===== config.mk =====
export PLATFORM = sky130hd
export DESIGN_NAME = wiener_denoise_top
export DESIGN_NICKNAME = d
export VERILOG_FILES = /design/src/rtl/wiener_pkg.sv /design/src/rtl/block_stats.sv /design/src/rtl/gain_divider.sv /design/src/rtl/pixel_out_stage.sv /design/src/rtl/wiener_calc.sv /design/src/rtl/wiener_denoise_top.sv
export SDC_FILE = /design/constraint.sdc
export NUM_CORES = 2
export LEC_CHECK = 0
export BUFFER_PORTS_ARGS = -buffer_cell sky130_fd_sc_hd__buf_2
export CAP_MARGIN = 20
export CORE_MARGIN = 3
export CORE_UTILIZATION = 45
export CTS_CLUSTER_SIZE = 24
export DETAILED_ROUTE_END_ITERATION = 10
export GPL_ROUTABILITY_DRIVEN = 0
export SLEW_MARGIN = 10
export SYNTH_ARGS = -nofsm -noshare
export SYNTH_HDL_FRONTEND = slang
export SYNTH_SLANG_ARGS = --single-unit

===== constraint.sdc =====
create_clock -name clk -period 8.73 [get_ports clk]
set_clock_uncertainty 0.15 [all_clocks]
set_input_delay 1.746 -clock clk [delete_from_list [all_inputs] [get_ports clk]]
set_output_delay 1.746 -clock clk [all_outputs]
set_load 0.05 [all_outputs]

===== src/rtl/wiener_pkg.sv =====
// ====================
// shared widths, payload structs and the calc FSM encoding
// VAR_W + FRAC_W must equal 32, the divider dividend width
// gain is unsigned 16.16 with a maximum of exactly 1.0
// ====================

package wiener_pkg;

	localparam int PIX_W         = 8;  // one pixel channel
	localparam int BLOCK_SAMPLES = 64; // pixels per block
	localparam int LOG2_SAMPLES  = 6;  // shift for mean and variance, also buffer addr width
	localparam int FRAC_W        = 16; // fraction bits of the gain
	localparam int VAR_W         = 16; // variance and noise variance width

	// per-block statistics, integer mean and variance
	typedef struct packed {
		logic [PIX_W-1:0] mean;
		logic [VAR_W-1:0] variance;
	} block_stats_t;

	// 1.16 unsigned, top bit only set when gain is exactly 1.0
	typedef logic [FRAC_W:0] gain_t;

	typedef struct packed {
		logic [PIX_W-1:0] data;
		logic             last; // final pixel of a block
	} filt_pix_t;

	typedef enum logic [1:0] {
		CALC_IDLE   = 2'd0, // waiting for block stats
		CALC_DIVIDE = 2'd1, // gain divider running
		CALC_STREAM = 2'd2  // replaying the buffered block
	} calc_state_t;

endpackage


===== src/rtl/block_stats.sv =====
// ====================
// input side, buffers one 64-pixel block and computes its stats
// mean = sum >> 6, variance = (sumsq >> 6) - mean^2
// no back-pressure: a new block must wait for the previous block_done
// rd_data is registered, valid one cycle after rd_addr
// ====================
`timescale 1ns/1ps

module block_stats (
	input  logic                                clk,
	input  logic                                rst_n,
	input  logic                                pix_valid,
	input  logic [wiener_pkg::PIX_W-1:0]        pix_data,
	input  logic [wiener_pkg::LOG2_SAMPLES-1:0] rd_addr,
	output logic [wiener_pkg::PIX_W-1:0]        rd_data,
	output logic                                stats_ready,
	output wiener_pkg::block_stats_t            stats
);
	import wiener_pkg::*;

	logic [PIX_W-1:0]        pix_mem [BLOCK_SAMPLES]; // block buffer
	logic [LOG2_SAMPLES-1:0] wr_ptr;                  // also counts pixels in block
	logic [13:0]             sum_acc;                 // 64 * 255 fits in 14 bits
	logic [21:0]             sumsq_acc;               // 64 * 255^2 fits in 22 bits
	logic [13:0]             sum_next;
	logic [21:0]             sumsq_next;
	logic [2*PIX_W-1:0]      pix_sq;
	logic [PIX_W-1:0]        mean_next;
	logic [VAR_W-1:0]        mean_sq;
	logic [VAR_W-1:0]        msq_next;                // mean of squares
	logic                    block_end;

	always_comb begin
		pix_sq     = pix_data * pix_data;
		sum_next   = sum_acc + 14'(pix_data);
		sumsq_next = sumsq_acc + 22'(pix_sq);
		mean_next  = sum_next[LOG2_SAMPLES +: PIX_W];     // sum >> 6
		msq_next   = sumsq_next[LOG2_SAMPLES +: VAR_W];   // sumsq >> 6
		mean_sq    = mean_next * mean_next;
		block_end  = pix_valid && (wr_ptr == LOG2_SAMPLES'(BLOCK_SAMPLES - 1));
	end

	// buffer write and synchronous read port
	always_ff @(posedge clk) begin
		if (pix_valid)
			pix_mem[wr_ptr] <= pix_data;
		rd_data <= pix_mem[rd_addr]; // read every cycle, caller tracks validity
	end

	// accumulators and handshake pulse
	always_ff @(posedge clk or negedge rst_n) begin
		if (!rst_n) begin
			wr_ptr      <= '0;
			sum_acc     <= '0;
			sumsq_acc   <= '0;
			stats_ready <= 1'b0;
		end else begin
			stats_ready <= block_end; // one cycle after the 64th pixel
			if (pix_valid) begin
				wr_ptr <= wr_ptr + 1'b1; // wraps to 0 after the last pixel
				if (block_end) begin
					sum_acc   <= '0; // fresh start for the next block
					sumsq_acc <= '0;
				end else begin
					sum_acc   <= sum_next;
					sumsq_acc <= sumsq_next;
				end
			end
		end
	end

	// stats held until the next block completes
	// floor(E[x^2]) >= floor(E[x])^2, so the difference never goes negative
	always_ff @(posedge clk) begin
		if (block_end) begin
			stats.mean     <= mean_next;
			stats.variance <= msq_next - mean_sq;
		end
	end

endmodule


===== src/rtl/gain_divider.sv =====
// ====================
// restoring divider, 32-bit dividend by 16-bit divisor
// first quotient bit is resolved on the div_start edge
// div_done pulses exactly 32 cycles after div_start
// only the low 17 quotient bits are kept, zero divisor gives zero
// ====================
`timescale 1ns/1ps

module gain_divider (
	input  logic                         clk,
	input  logic                         rst_n,
	input  logic                         div_start,
	input  logic [31:0]                  dividend,
	input  logic [wiener_pkg::VAR_W-1:0] divisor,
	output logic                         div_done,
	output wiener_pkg::gain_t            gain
);
	import wiener_pkg::*;

	logic [31:0]      quo_q;     // dividend shifts out, quotient shifts in
	logic [VAR_W-1:0] rem_q;     // partial remainder, always below divisor
	logic [VAR_W-1:0] div_q;     // divisor latched on start
	logic             zero_q;    // divide by zero seen on start
	logic             busy;
	logic [4:0]       iter_cnt;  // quotient bits already resolved
	logic [31:0]      quo_src;
	logic [VAR_W-1:0] rem_src;
	logic [VAR_W-1:0] dsr_src;
	logic [VAR_W:0]   trial;     // remainder shifted with next dividend bit
	logic             q_bit;
	logic [31:0]      quo_next;
	logic [VAR_W-1:0] rem_next;
	logic             last_iter;

	always_comb begin
		quo_src   = div_start ? dividend : quo_q;
		rem_src   = div_start ? '0 : rem_q;
		dsr_src   = div_start ? divisor : div_q;
		trial     = {rem_src, quo_src[31]};
		q_bit     = trial >= {1'b0, dsr_src};
		rem_next  = q_bit ? VAR_W'(trial - {1'b0, dsr_src}) : trial[VAR_W-1:0];
		quo_next  = {quo_src[30:0], q_bit};
		last_iter = busy && (iter_cnt == 5'd31);
	end

	always_ff @(posedge clk or negedge rst_n) begin
		if (!rst_n) begin
			busy     <= 1'b0;
			iter_cnt <= '0;
			div_done <= 1'b0;
		end else begin
			div_done <= last_iter;
			if (div_start) begin
				busy     <= 1'b1;
				iter_cnt <= 5'd1; // start edge already did bit 31
			end else if (busy) begin
				iter_cnt <= iter_cnt + 1'b1;
				if (last_iter)
					busy <= 1'b0;
			end
		end
	end

	// datapath, one quotient bit per active edge
	always_ff @(posedge clk) begin
		if (div_start || busy) begin
			quo_q <= quo_next;
			rem_q <= rem_next;
		end
		if (div_start) begin
			div_q  <= divisor;
			zero_q <= (divisor == '0);
		end
		if (last_iter)
			gain <= zero_q ? '0 : quo_next[FRAC_W:0]; // held until next result
	end

endmodule


===== src/rtl/pixel_out_stage.sv =====
// ====================
// output side, one register stage on the filtered stream
// block_done marks the last pixel, frame_done rides on it
// every blocks_per_frame blocks, a value of 0 never matches
// ====================
`timescale 1ns/1ps

module pixel_out_stage (
	input  logic                  clk,
	input  logic                  rst_n,
	input  logic                  calc_valid,
	input  wiener_pkg::filt_pix_t calc_pix,
	input  logic [31:0]           blocks_per_frame,
	output logic                  out_valid,
	output wiener_pkg::filt_pix_t out_pix,
	output logic                  block_done,
	output logic                  frame_done
);
	import wiener_pkg::*;

	filt_pix_t   pix_q;     // registered pixel and last flag
	logic [31:0] blk_cnt;   // completed blocks in the current frame
	logic        blk_end;
	logic        frame_end;

	assign blk_end   = calc_valid && calc_pix.last;
	assign frame_end = blk_end && (blk_cnt == blocks_per_frame - 32'd1);
	assign out_pix   = pix_q;

	always_ff @(posedge clk or negedge rst_n) begin
		if (!rst_n) begin
			out_valid  <= 1'b0;
			block_done <= 1'b0;
			frame_done <= 1'b0;
			blk_cnt    <= '0;
		end else begin
			out_valid  <= calc_valid;
			block_done <= blk_end;
			frame_done <= frame_end;
			if (frame_end)
				blk_cnt <= '0;                   // wrap for the next frame
			else if (blk_end)
				blk_cnt <= blk_cnt + 32'd1;
		end
	end

	always_ff @(posedge clk) begin
		pix_q <= calc_pix; // qualified by out_valid downstream
	end

endmodule


===== src/rtl/wiener_calc.sv =====
// ====================
// processing part, gain = clamp0(var - noise) / var in 16.16
// out = mean +/- ((gain * |pix - mean|) >> 16), truncated
// result lies between mean and pixel, so no 0..255 clip is needed
// reads start on div_done, calc_valid follows each read by 2 cycles
// stats must stay stable while the block streams out
// ====================
`timescale 1ns/1ps

module wiener_calc (
	input  logic                                clk,
	input  logic                                rst_n,
	input  logic                                stats_ready,
	input  wiener_pkg::block_stats_t            stats,
	input  logic [wiener_pkg::VAR_W-1:0]        noise_variance,
	output logic [wiener_pkg::LOG2_SAMPLES-1:0] rd_addr,
	input  logic [wiener_pkg::PIX_W-1:0]        rd_data,
	output logic                                calc_valid,
	output wiener_pkg::filt_pix_t               calc_pix
);
	import wiener_pkg::*;

	calc_state_t             state;
	logic                    div_start;
	logic                    div_done;
	logic [VAR_W-1:0]        excess;    // variance above the noise floor
	logic [31:0]             dividend;
	gain_t                   gain;
	logic [LOG2_SAMPLES-1:0] rd_cnt;
	logic                    rd_en;     // a buffer read is issued this cycle
	logic                    rd_valid;  // rd_data carries a block pixel
	logic                    rd_last;
	logic                    diff_neg;  // pixel below mean
	logic [PIX_W-1:0]        abs_diff;
	logic [PIX_W+FRAC_W:0]   product;
	logic [PIX_W-1:0]        scaled;

	// clamp at zero, also covers a zero block variance
	assign excess   = (stats.variance > noise_variance) ? stats.variance - noise_variance : '0;
	assign dividend = {excess, {FRAC_W{1'b0}}}; // excess << 16

	gain_divider u_gain_divider (
		.clk       (clk),
		.rst_n     (rst_n),
		.div_start (div_start),
		.dividend  (dividend),
		.divisor   (stats.variance),
		.div_done  (div_done),
		.gain      (gain)
	);

	// first read overlaps the div_done cycle
	assign rd_en   = (state == CALC_DIVIDE && div_done) || (state == CALC_STREAM);
	assign rd_addr = rd_cnt;

	always_ff @(posedge clk or negedge rst_n) begin
		if (!rst_n) begin
			state      <= CALC_IDLE;
			div_start  <= 1'b0;
			rd_cnt     <= '0;
			rd_valid   <= 1'b0;
			rd_last    <= 1'b0;
			calc_valid <= 1'b0;
		end else begin
			div_start  <= 1'b0;
			rd_valid   <= rd_en;                  // aligns with registered rd_data
			rd_last    <= rd_en && (rd_cnt == LOG2_SAMPLES'(BLOCK_SAMPLES - 1));
			calc_valid <= rd_valid;
			if (rd_en)
				rd_cnt <= rd_cnt + 1'b1;           // wraps to 0 after 64 reads
			case (state)
				CALC_IDLE: begin
					if (stats_ready) begin
						div_start <= 1'b1;
						state     <= CALC_DIVIDE;
					end
				end
				CALC_DIVIDE: begin
					if (div_done)
						state <= CALC_STREAM;
				end
				CALC_STREAM: begin
					if (rd_cnt == LOG2_SAMPLES'(BLOCK_SAMPLES - 1))
						state <= CALC_IDLE;
				end
				default: state <= CALC_IDLE;
			endcase
		end
	end

	// arithmetic stage on the registered buffer output
	always_comb begin
		diff_neg = rd_data < stats.mean;
		abs_diff = diff_neg ? stats.mean - rd_data : rd_data - stats.mean;
		product  = gain * abs_diff;                       // gain <= 1.0, never exceeds abs_diff
		scaled   = product[FRAC_W +: PIX_W];              // >> 16, truncate
	end

	always_ff @(posedge clk) begin
		calc_pix.data <= diff_neg ? stats.mean - scaled : stats.mean + scaled;
		calc_pix.last <= rd_last;
	end

endmodule


===== src/rtl/wiener_denoise_top.sv =====
// ====================
// block Wiener denoiser for one 8-bit channel
// no back-pressure, send the next block only after block_done
// noise_variance held stable during a block
// last pixel in to first out_valid is 37 cycles
// ====================
`timescale 1ns/1ps

module wiener_denoise_top (
	input  logic                         clk,
	input  logic                         rst_n,
	input  logic                         pix_valid,
	input  logic [wiener_pkg::PIX_W-1:0] pix_data,
	input  logic [wiener_pkg::VAR_W-1:0] noise_variance,
	input  logic [31:0]                  blocks_per_frame,
	output logic                         out_valid,
	output wiener_pkg::filt_pix_t        out_pix,
	output logic                         block_done,
	output logic                         frame_done
);
	import wiener_pkg::*;

	logic                    stats_ready;
	block_stats_t            stats;
	logic [LOG2_SAMPLES-1:0] rd_addr;
	logic [PIX_W-1:0]        rd_data;
	logic                    calc_valid;
	filt_pix_t               calc_pix;

	block_stats u_block_stats (
		.clk         (clk),
		.rst_n       (rst_n),
		.pix_valid   (pix_valid),
		.pix_data    (pix_data),
		.rd_addr     (rd_addr),
		.rd_data     (rd_data),
		.stats_ready (stats_ready),
		.stats       (stats)
	);

	wiener_calc u_wiener_calc (
		.clk            (clk),
		.rst_n          (rst_n),
		.stats_ready    (stats_ready),
		.stats          (stats),
		.noise_variance (noise_variance),
		.rd_addr        (rd_addr),
		.rd_data        (rd_data),
		.calc_valid     (calc_valid),
		.calc_pix       (calc_pix)
	);

	pixel_out_stage u_pixel_out_stage (
		.clk              (clk),
		.rst_n            (rst_n),
		.calc_valid       (calc_valid),
		.calc_pix         (calc_pix),
		.blocks_per_frame (blocks_per_frame),
		.out_valid        (out_valid),
		.out_pix          (out_pix),
		.block_done       (block_done),
		.frame_done       (frame_done)
	);

endmodule


# Word level (Yosys, flattened, before mapping)

Memories as Yosys holds them, arrays and structs flattened. A register that Yosys moved wholly into a read port is not among the register bits.
Cells that the tools add are included.

Flip-flop bits (word level): 221
Bits in latches: 0
Bits in writable memories: 512
ROM bits: 0
Input port bits: 59
Output and inout port bits: 12
Word-level logic and storage cells: 95
Memories: 1

Memory list:

| name                  | words | width | rd ports | clocked after Yosys merged registers in | write ports | line              | text |
|---|---|---|---|---|---|---|---|
| u_block_stats.pix_mem | 64    | 8     | 1        | 1                                       | 1           | block_stats.sv:21 | `logic [PIX_W-1:0] pix_mem [BLOCK_SAMPLES];` |

Add/subtract/negate cells: 14
$mul: 3
Div/mod/pow operators: 0
Order comparisons: 3
Equal/unequal tests: 9
Shift-type cells: 0
Mux-type cells: 24
Bitwise operators: 0
Reduce and logical (&&, ||, !) cells: 13

Operators with widths:

| kind                  | count |
|---|---|
| $mux 32               | 3 |
| $mux 16               | 4 |
| $sub 16x16->16        | 3 |
| $add 32x1->32 const B | 1 |
| $eq 32x32->1          | 1 |
| $mul 8x8->16          | 2 |
| $sub 32x1->32 const B | 1 |
| $mul 17x8->24         | 1 |
| $sub 8x8->8           | 3 |
| $add 22x16->22        | 1 |
| $mux 22               | 1 |
| $ge 17x16->1          | 1 |
| $gt 16x16->1          | 1 |
| $logic_not 16->1      | 1 |
| $mux 8                | 2 |
| $add 14x8->14         | 1 |
| $mux 14               | 1 |
| $add 6x1->6 const B   | 2 |
| $eq 6x6->1 const B    | 2 |
| $mux 5                | 2 |
| $add 8x8->8           | 1 |
| $lt 8x8->1            | 1 |
| $mux 1                | 7 |
| $logic_and 1x1->1     | 6 |
| other kinds (11)      | 17 |

# Depth between registers and ports, before layout

Depth in word-level cells: 5
Gate-level depth with buffers: 44
Mapped depth without buffers: 43

# Modules after synthesis

Synthesis repeated with hierarchy kept, for this count alone.

Cells, all modules: 3,100
Area total of the unflattened synthesis: 41,517.3 um2

Modules (own cells, without submodules):

| module          | instances | cells an instance | area an instance (um2) | seq. area each (um2) |
|---|---|---|---|---|
| block_stats     | 1         | 1,608             | 27,338.7               | 17,331.6 |
| wiener_calc     | 1         | 782               | 6,606.3                | 480.5 |
| gain_divider    | 1         | 368               | 4,564.4                | 2,477.4 |
| pixel_out_stage | 1         | 342               | 3,007.9                | 1,056.0 |

# Worst setup path after synthesis

OpenSTA, ideal clock, no wires.

Path type: input to register
From: input pix_data[5] (netlist name)
To: register u_block_stats.stats[15] (netlist name)
Library setup time: 0.258 ns
Data arrival time: 9.318 ns
Required time: 8.322 ns
Setup slack: -0.996 ns
Stages on the path: 29
Path buffers: 1
Cells stage by stage: clkbuf_1 > inv_1 > nor2_1 > fa_1 > inv_1 > fa_1 > fa_1 > inv_1 > fa_1 > ha_1 > a21oi_1 > o21ai_0 > a2111oi_0 > nor2_1 > xor2_1 > fa_1 > fa_1 > inv_1 > fa_1 > inv_1 > fa_1 > ha_1 > o21ai_0 > a221oi_1 > o21ai_0 > a21boi_0 > o211a_1 > a311o_1 > xor2_1

Cells in the longest elaborated chain, start to end: 3
Elaborated cells on any way between the ends: 5
Classes of those cells: add/sub (3); mul (2)

Ends and longest elaborated chain:

| what                                                  | line                                 | text |
|---|---|---|
| start, declared                                       | wiener_denoise_top.sv:13             | `input logic [wiener_pkg::PIX_W-1:0] pix_data,` |
| $mul 8x8->16 / $add 14x8->14 (equally long branches)  | block_stats.sv:34, block_stats.sv:35 |  |
| $add 22x16->22 / $mul 8x8->16 (equally long branches) | block_stats.sv:36, block_stats.sv:39 |  |
| $sub 16x16->16 *                                      | block_stats.sv:77                    | `stats.variance <= msq_next - mean_sq;` |

Mark *: on every way between the ends. The rest lies on a longest branch, timed or not.
A chain may end at the register's enable or synchronous reset.

# Final worst setup path

From: register u_block_stats.stats[16] (netlist name)
To: register u_wiener_calc.calc_pix[8] (netlist name)

Cells in the longest elaborated chain, start to end: 5
Elaborated cells on any way between the ends: 8
Classes of those cells: add/sub (4); mul (1); order compare (1); mux (2)

Ends and longest elaborated chain:

| what                                              | line                                 | text |
|---|---|---|
| $sub 8x8->8 / $lt 8x8->1 (equally long branches)  | wiener_calc.sv:94, wiener_calc.sv:93 |  |
| $mux 8                                            | wiener_calc.sv:94                    | `abs_diff = diff_neg ? stats.mean - rd_data : rd_data - stats.mean;` |
| $mul 17x8->24                                     | wiener_calc.sv:95                    | `product = gain * abs_diff;` |
| $add 8x8->8 / $sub 8x8->8 (equally long branches) | wiener_calc.sv:100                   | `calc_pix.data <= diff_neg ? stats.mean - scaled : stats.mean + scaled;` |
| $mux 8 *                                          | wiener_calc.sv:100                   |  |

Marks and branches as above.

==> results.toml <==
[placement]
dp_hpwl_um = 63700
io_buffer_count = 70
dp.cells = 4318
placed_cell_area_um2 = 43500

[sta]
period_share_pct = 100
hold_viol = 0
slew_violations = 0
layout_setup_ws_ns = -0.0238
setup_tns_ns = -0.0238
period_needed_ns = 8.75
tightest_slew_ns = 1.04
clock.fmax_ghz = 0.114
slew_headroom_pct = 30.6
rsz0062_at_grt = "yes"
setup_viol_count_final = 1

[clocking]
clk_pin_slew_ns = 0.06
numCtsBuffers = 79
holdBufCountCts = 0
h-tree-depth = 3
clock_latency_ns = 0.63
cts_tree = "done"
cts-root-buf = "clkbuf_16"
clock_path_buffers = 3
cts_num_sinks = 741

[floorplan]
io_pins = 71
fp.coreArea_um2 = 88600
start_util_pct = 45.5
die_area_um2 = 93200
die-width_um = 305
die_y_um = 305
num_rows = 109

[worst_setup_path]
crit_arrival_ns = 9.08
start_kind = "register"
worstSetupEndpointType = "register"
r2r_cells = 39
cp.required_ns = 9.06
crit_path_top_delay_cell = "fa_1"
worst_r2r_endpoint = "u_wiener_calc.calc_pix[8]$_DFF_P_"
crit_top_cell = "fa_1"
path_buf_inv = 5
crit_family = "adder cells"
crit_type = "register to register"
crit_end = "u_wiener_calc.calc_pix[8]$_DFF_P_"
rrSetupSlack_ns = -0.02
cpPeakStageDelay_ns = 0.50
critPathMaxFanout = 8
crit_start = "u_block_stats.stats[16]$_DFFE_PP_"
critical_path_depth = 39
r2r_start = "u_block_stats.stats[16]$_DFFE_PP_"

[grt]
antenna_found_initial = 2
grt_max_degree = 67
grt_pass1_vias = 25300
grt_pass1_wl_um = 145000
overflow = 0
track_usage_pct = 19.9

[route]
drcViolationCount = 0
dr.pass1.iters = 7
ant_nets = 0
drtIter0Drc = 1614
wl_per_cell_um = 20.5
post_drt_via_cell_ratio = 5.43
dr_total_vias = 24400
finalWirelength_um = 92100

[min_path]
holdCritPathClass = "register to register"

[status]
violations = "negative setup slack"
status = "finished, violations left"

[yosys]
ys_seq_area_share_pct = 52.9
syn_nets = 3378
avgSynthCellArea_um2 = 13.6
synth_top_cell_by_area = "edfxtp_1"
ys_seq_elements = 741
synth_top_flop_cell = "edfxtp_1"
synth_top_area_share_pct = 44.8
synthArstFlopShare_pct = 13.1
synth-edff-count = 602
postSynthCellCount = 2962
syn_area_um2 = 40300
yosysMostFrequentCell = "edfxtp_1"
synth_commonest_cells = "edfxtp_1 (602), inv_1 (334), nor2_1 (190)"
synth-warning-count = 0
synthDistinctLibCells = 81
ys_top_cells_by_area = "edfxtp_1 (45%), mux4_2 (9.4%), fa_1 (8.4%)"

[cells_and_area]
diodes = 0
fin_util_pct = 52.8
nFillCells = 7370
layout.nets = 3675
finalInstanceArea_um2 = 46800
area_growth_pct = 16.2
drive_gt1_share_pct = 22.5
fin_cells = 4486

[flow_run]
cap_violations = 0
[how the worst min path moves through the flow]
stage	from	to	depth (start not counted)
finish	u_wiener_calc.calc_pix[2]$_DFF_P_	u_pixel_out_stage.out_pix[2]$_DFF_P_	0
CTS	u_wiener_calc.calc_pix[2]$_DFF_P_	u_pixel_out_stage.out_pix[2]$_DFF_P_	0
floorplan	u_wiener_calc.calc_pix[1]$_DFF_P_	u_pixel_out_stage.out_pix[1]$_DFF_P_	0
global route	u_wiener_calc.calc_pix[2]$_DFF_P_	u_pixel_out_stage.out_pix[2]$_DFF_P_	0
detailed placement	u_wiener_calc.calc_pix[7]$_DFF_P_	u_pixel_out_stage.out_pix[7]$_DFF_P_	0
global placement	u_wiener_calc.calc_pix[2]$_DFF_P_	u_pixel_out_stage.out_pix[2]$_DFF_P_	0
[kinds of logic (layout without fill, tap and decap cells)]
family / Yosys count / in the layout / synth area share [%]
adders and majority gates: 357 / 357 / 14.2
AOI/OAI and AO/OA: 292 / 292 / 4.76
DFF: 741 / 741 / 52.9
muxes: 215 / 215 / 10.6
buffers and inverters: 431 / 790 / 4.08
xor gates and xnor gates: 178 / 178 / 3.94
and+or+nand+nor: 748 / 748 / 9.45
[cells in the final DEF, fill, tap and decap left out, types with 62 or more instances in the layout]
| cell | instances |
|---|---|
| and2_1 | 97 |
| dfrtp_1 | 93 |
| buf_4 | 236 |
| buf_2 | 62 |
| xor2_1 | 63 |
| nor2b_1 | 79 |
| inv_1 | 325 |
| clkbuf_16 | 80 |
| nor2_1 | 182 |
| xnor2_1 | 105 |
| mux4_2 | 168 |
| edfxtp_1 | 602 |
| ha_1 | 174 |
| nand2_1 | 161 |
| fa_1 | 163 |
[cell type report]
cell class,count,area [um^2],area share (%)
Timing Repair Buffer,312,2290,4.88
Clock inverter,47,463,0.988
Sequential cell,741,21400,45.6
Multi-Input combinational cell,1790,17900,38.3
Tap cell,1165,1460,3.11
Inverter,335,1260,2.68
Clock buffer,96,2090,4.47
[worst reg2reg max path, delay by kind of cell (launching register included)]
family,cells,cell delay (ns)
xor+xnor,5,0.96
simple gates,10,1.53
buf+inv,5,0.45
flops,1,0.43
fa+ha+maj,8,3.00
mux,1,0.27
compound gates,10,1.85
[layer usage]
| metal | wire [um] | track usage, % |
|---|---|---|
| met1 | 40300 | 27.3 |
| met2 | 45500 | 33.4 |
| met5 | 0 | 0 |
| met3 | 3880 | 2.80 |
| met4 | 2370 | 5.28 |
[registers in the layout (all words and copies together) (netlist names), 8 cells and up]
signal / count
u_wiener_calc.u_gain_divider.gain: 17
u_block_stats.sumsq_acc: 22
u_pixel_out_stage.out_pix: 9
u_block_stats.stats: 24
u_block_stats.sum_acc: 14
u_block_stats.pix_mem: 512
u_block_stats.rd_data: 8
u_pixel_out_stage.blk_cnt: 32
u_wiener_calc.u_gain_divider.quo_q: 32
u_wiener_calc.u_gain_divider.rem_q: 16
u_wiener_calc.u_gain_divider.div_q: 16
u_wiener_calc.calc_pix: 9
[metrics by stage]
| stage | hold slack, ns | setup WS (ns) |
|---|---|---|
| after CTS | 0.181 | -0.0425 |
| after global placement | 0.169 | -0.841 |
| final | 0.176 | -0.0238 |
| after floorplan | 0.160 | -0.267 |
| after global routing | 0.194 | -0.456 |
| after detailed placement | 0.167 | -0.997 |
[repair_timing]
action,CTS,global route
resized for setup,68,60
endpoints found under the setup margin,9,11
buffers inserted,19,6
cloned,0,0
hold endpoints to repair,0,0
pin swaps,50,54
Power is not shown: default switching activity piles up to over one toggle a cycle in this logic, so the estimate is an artifact.
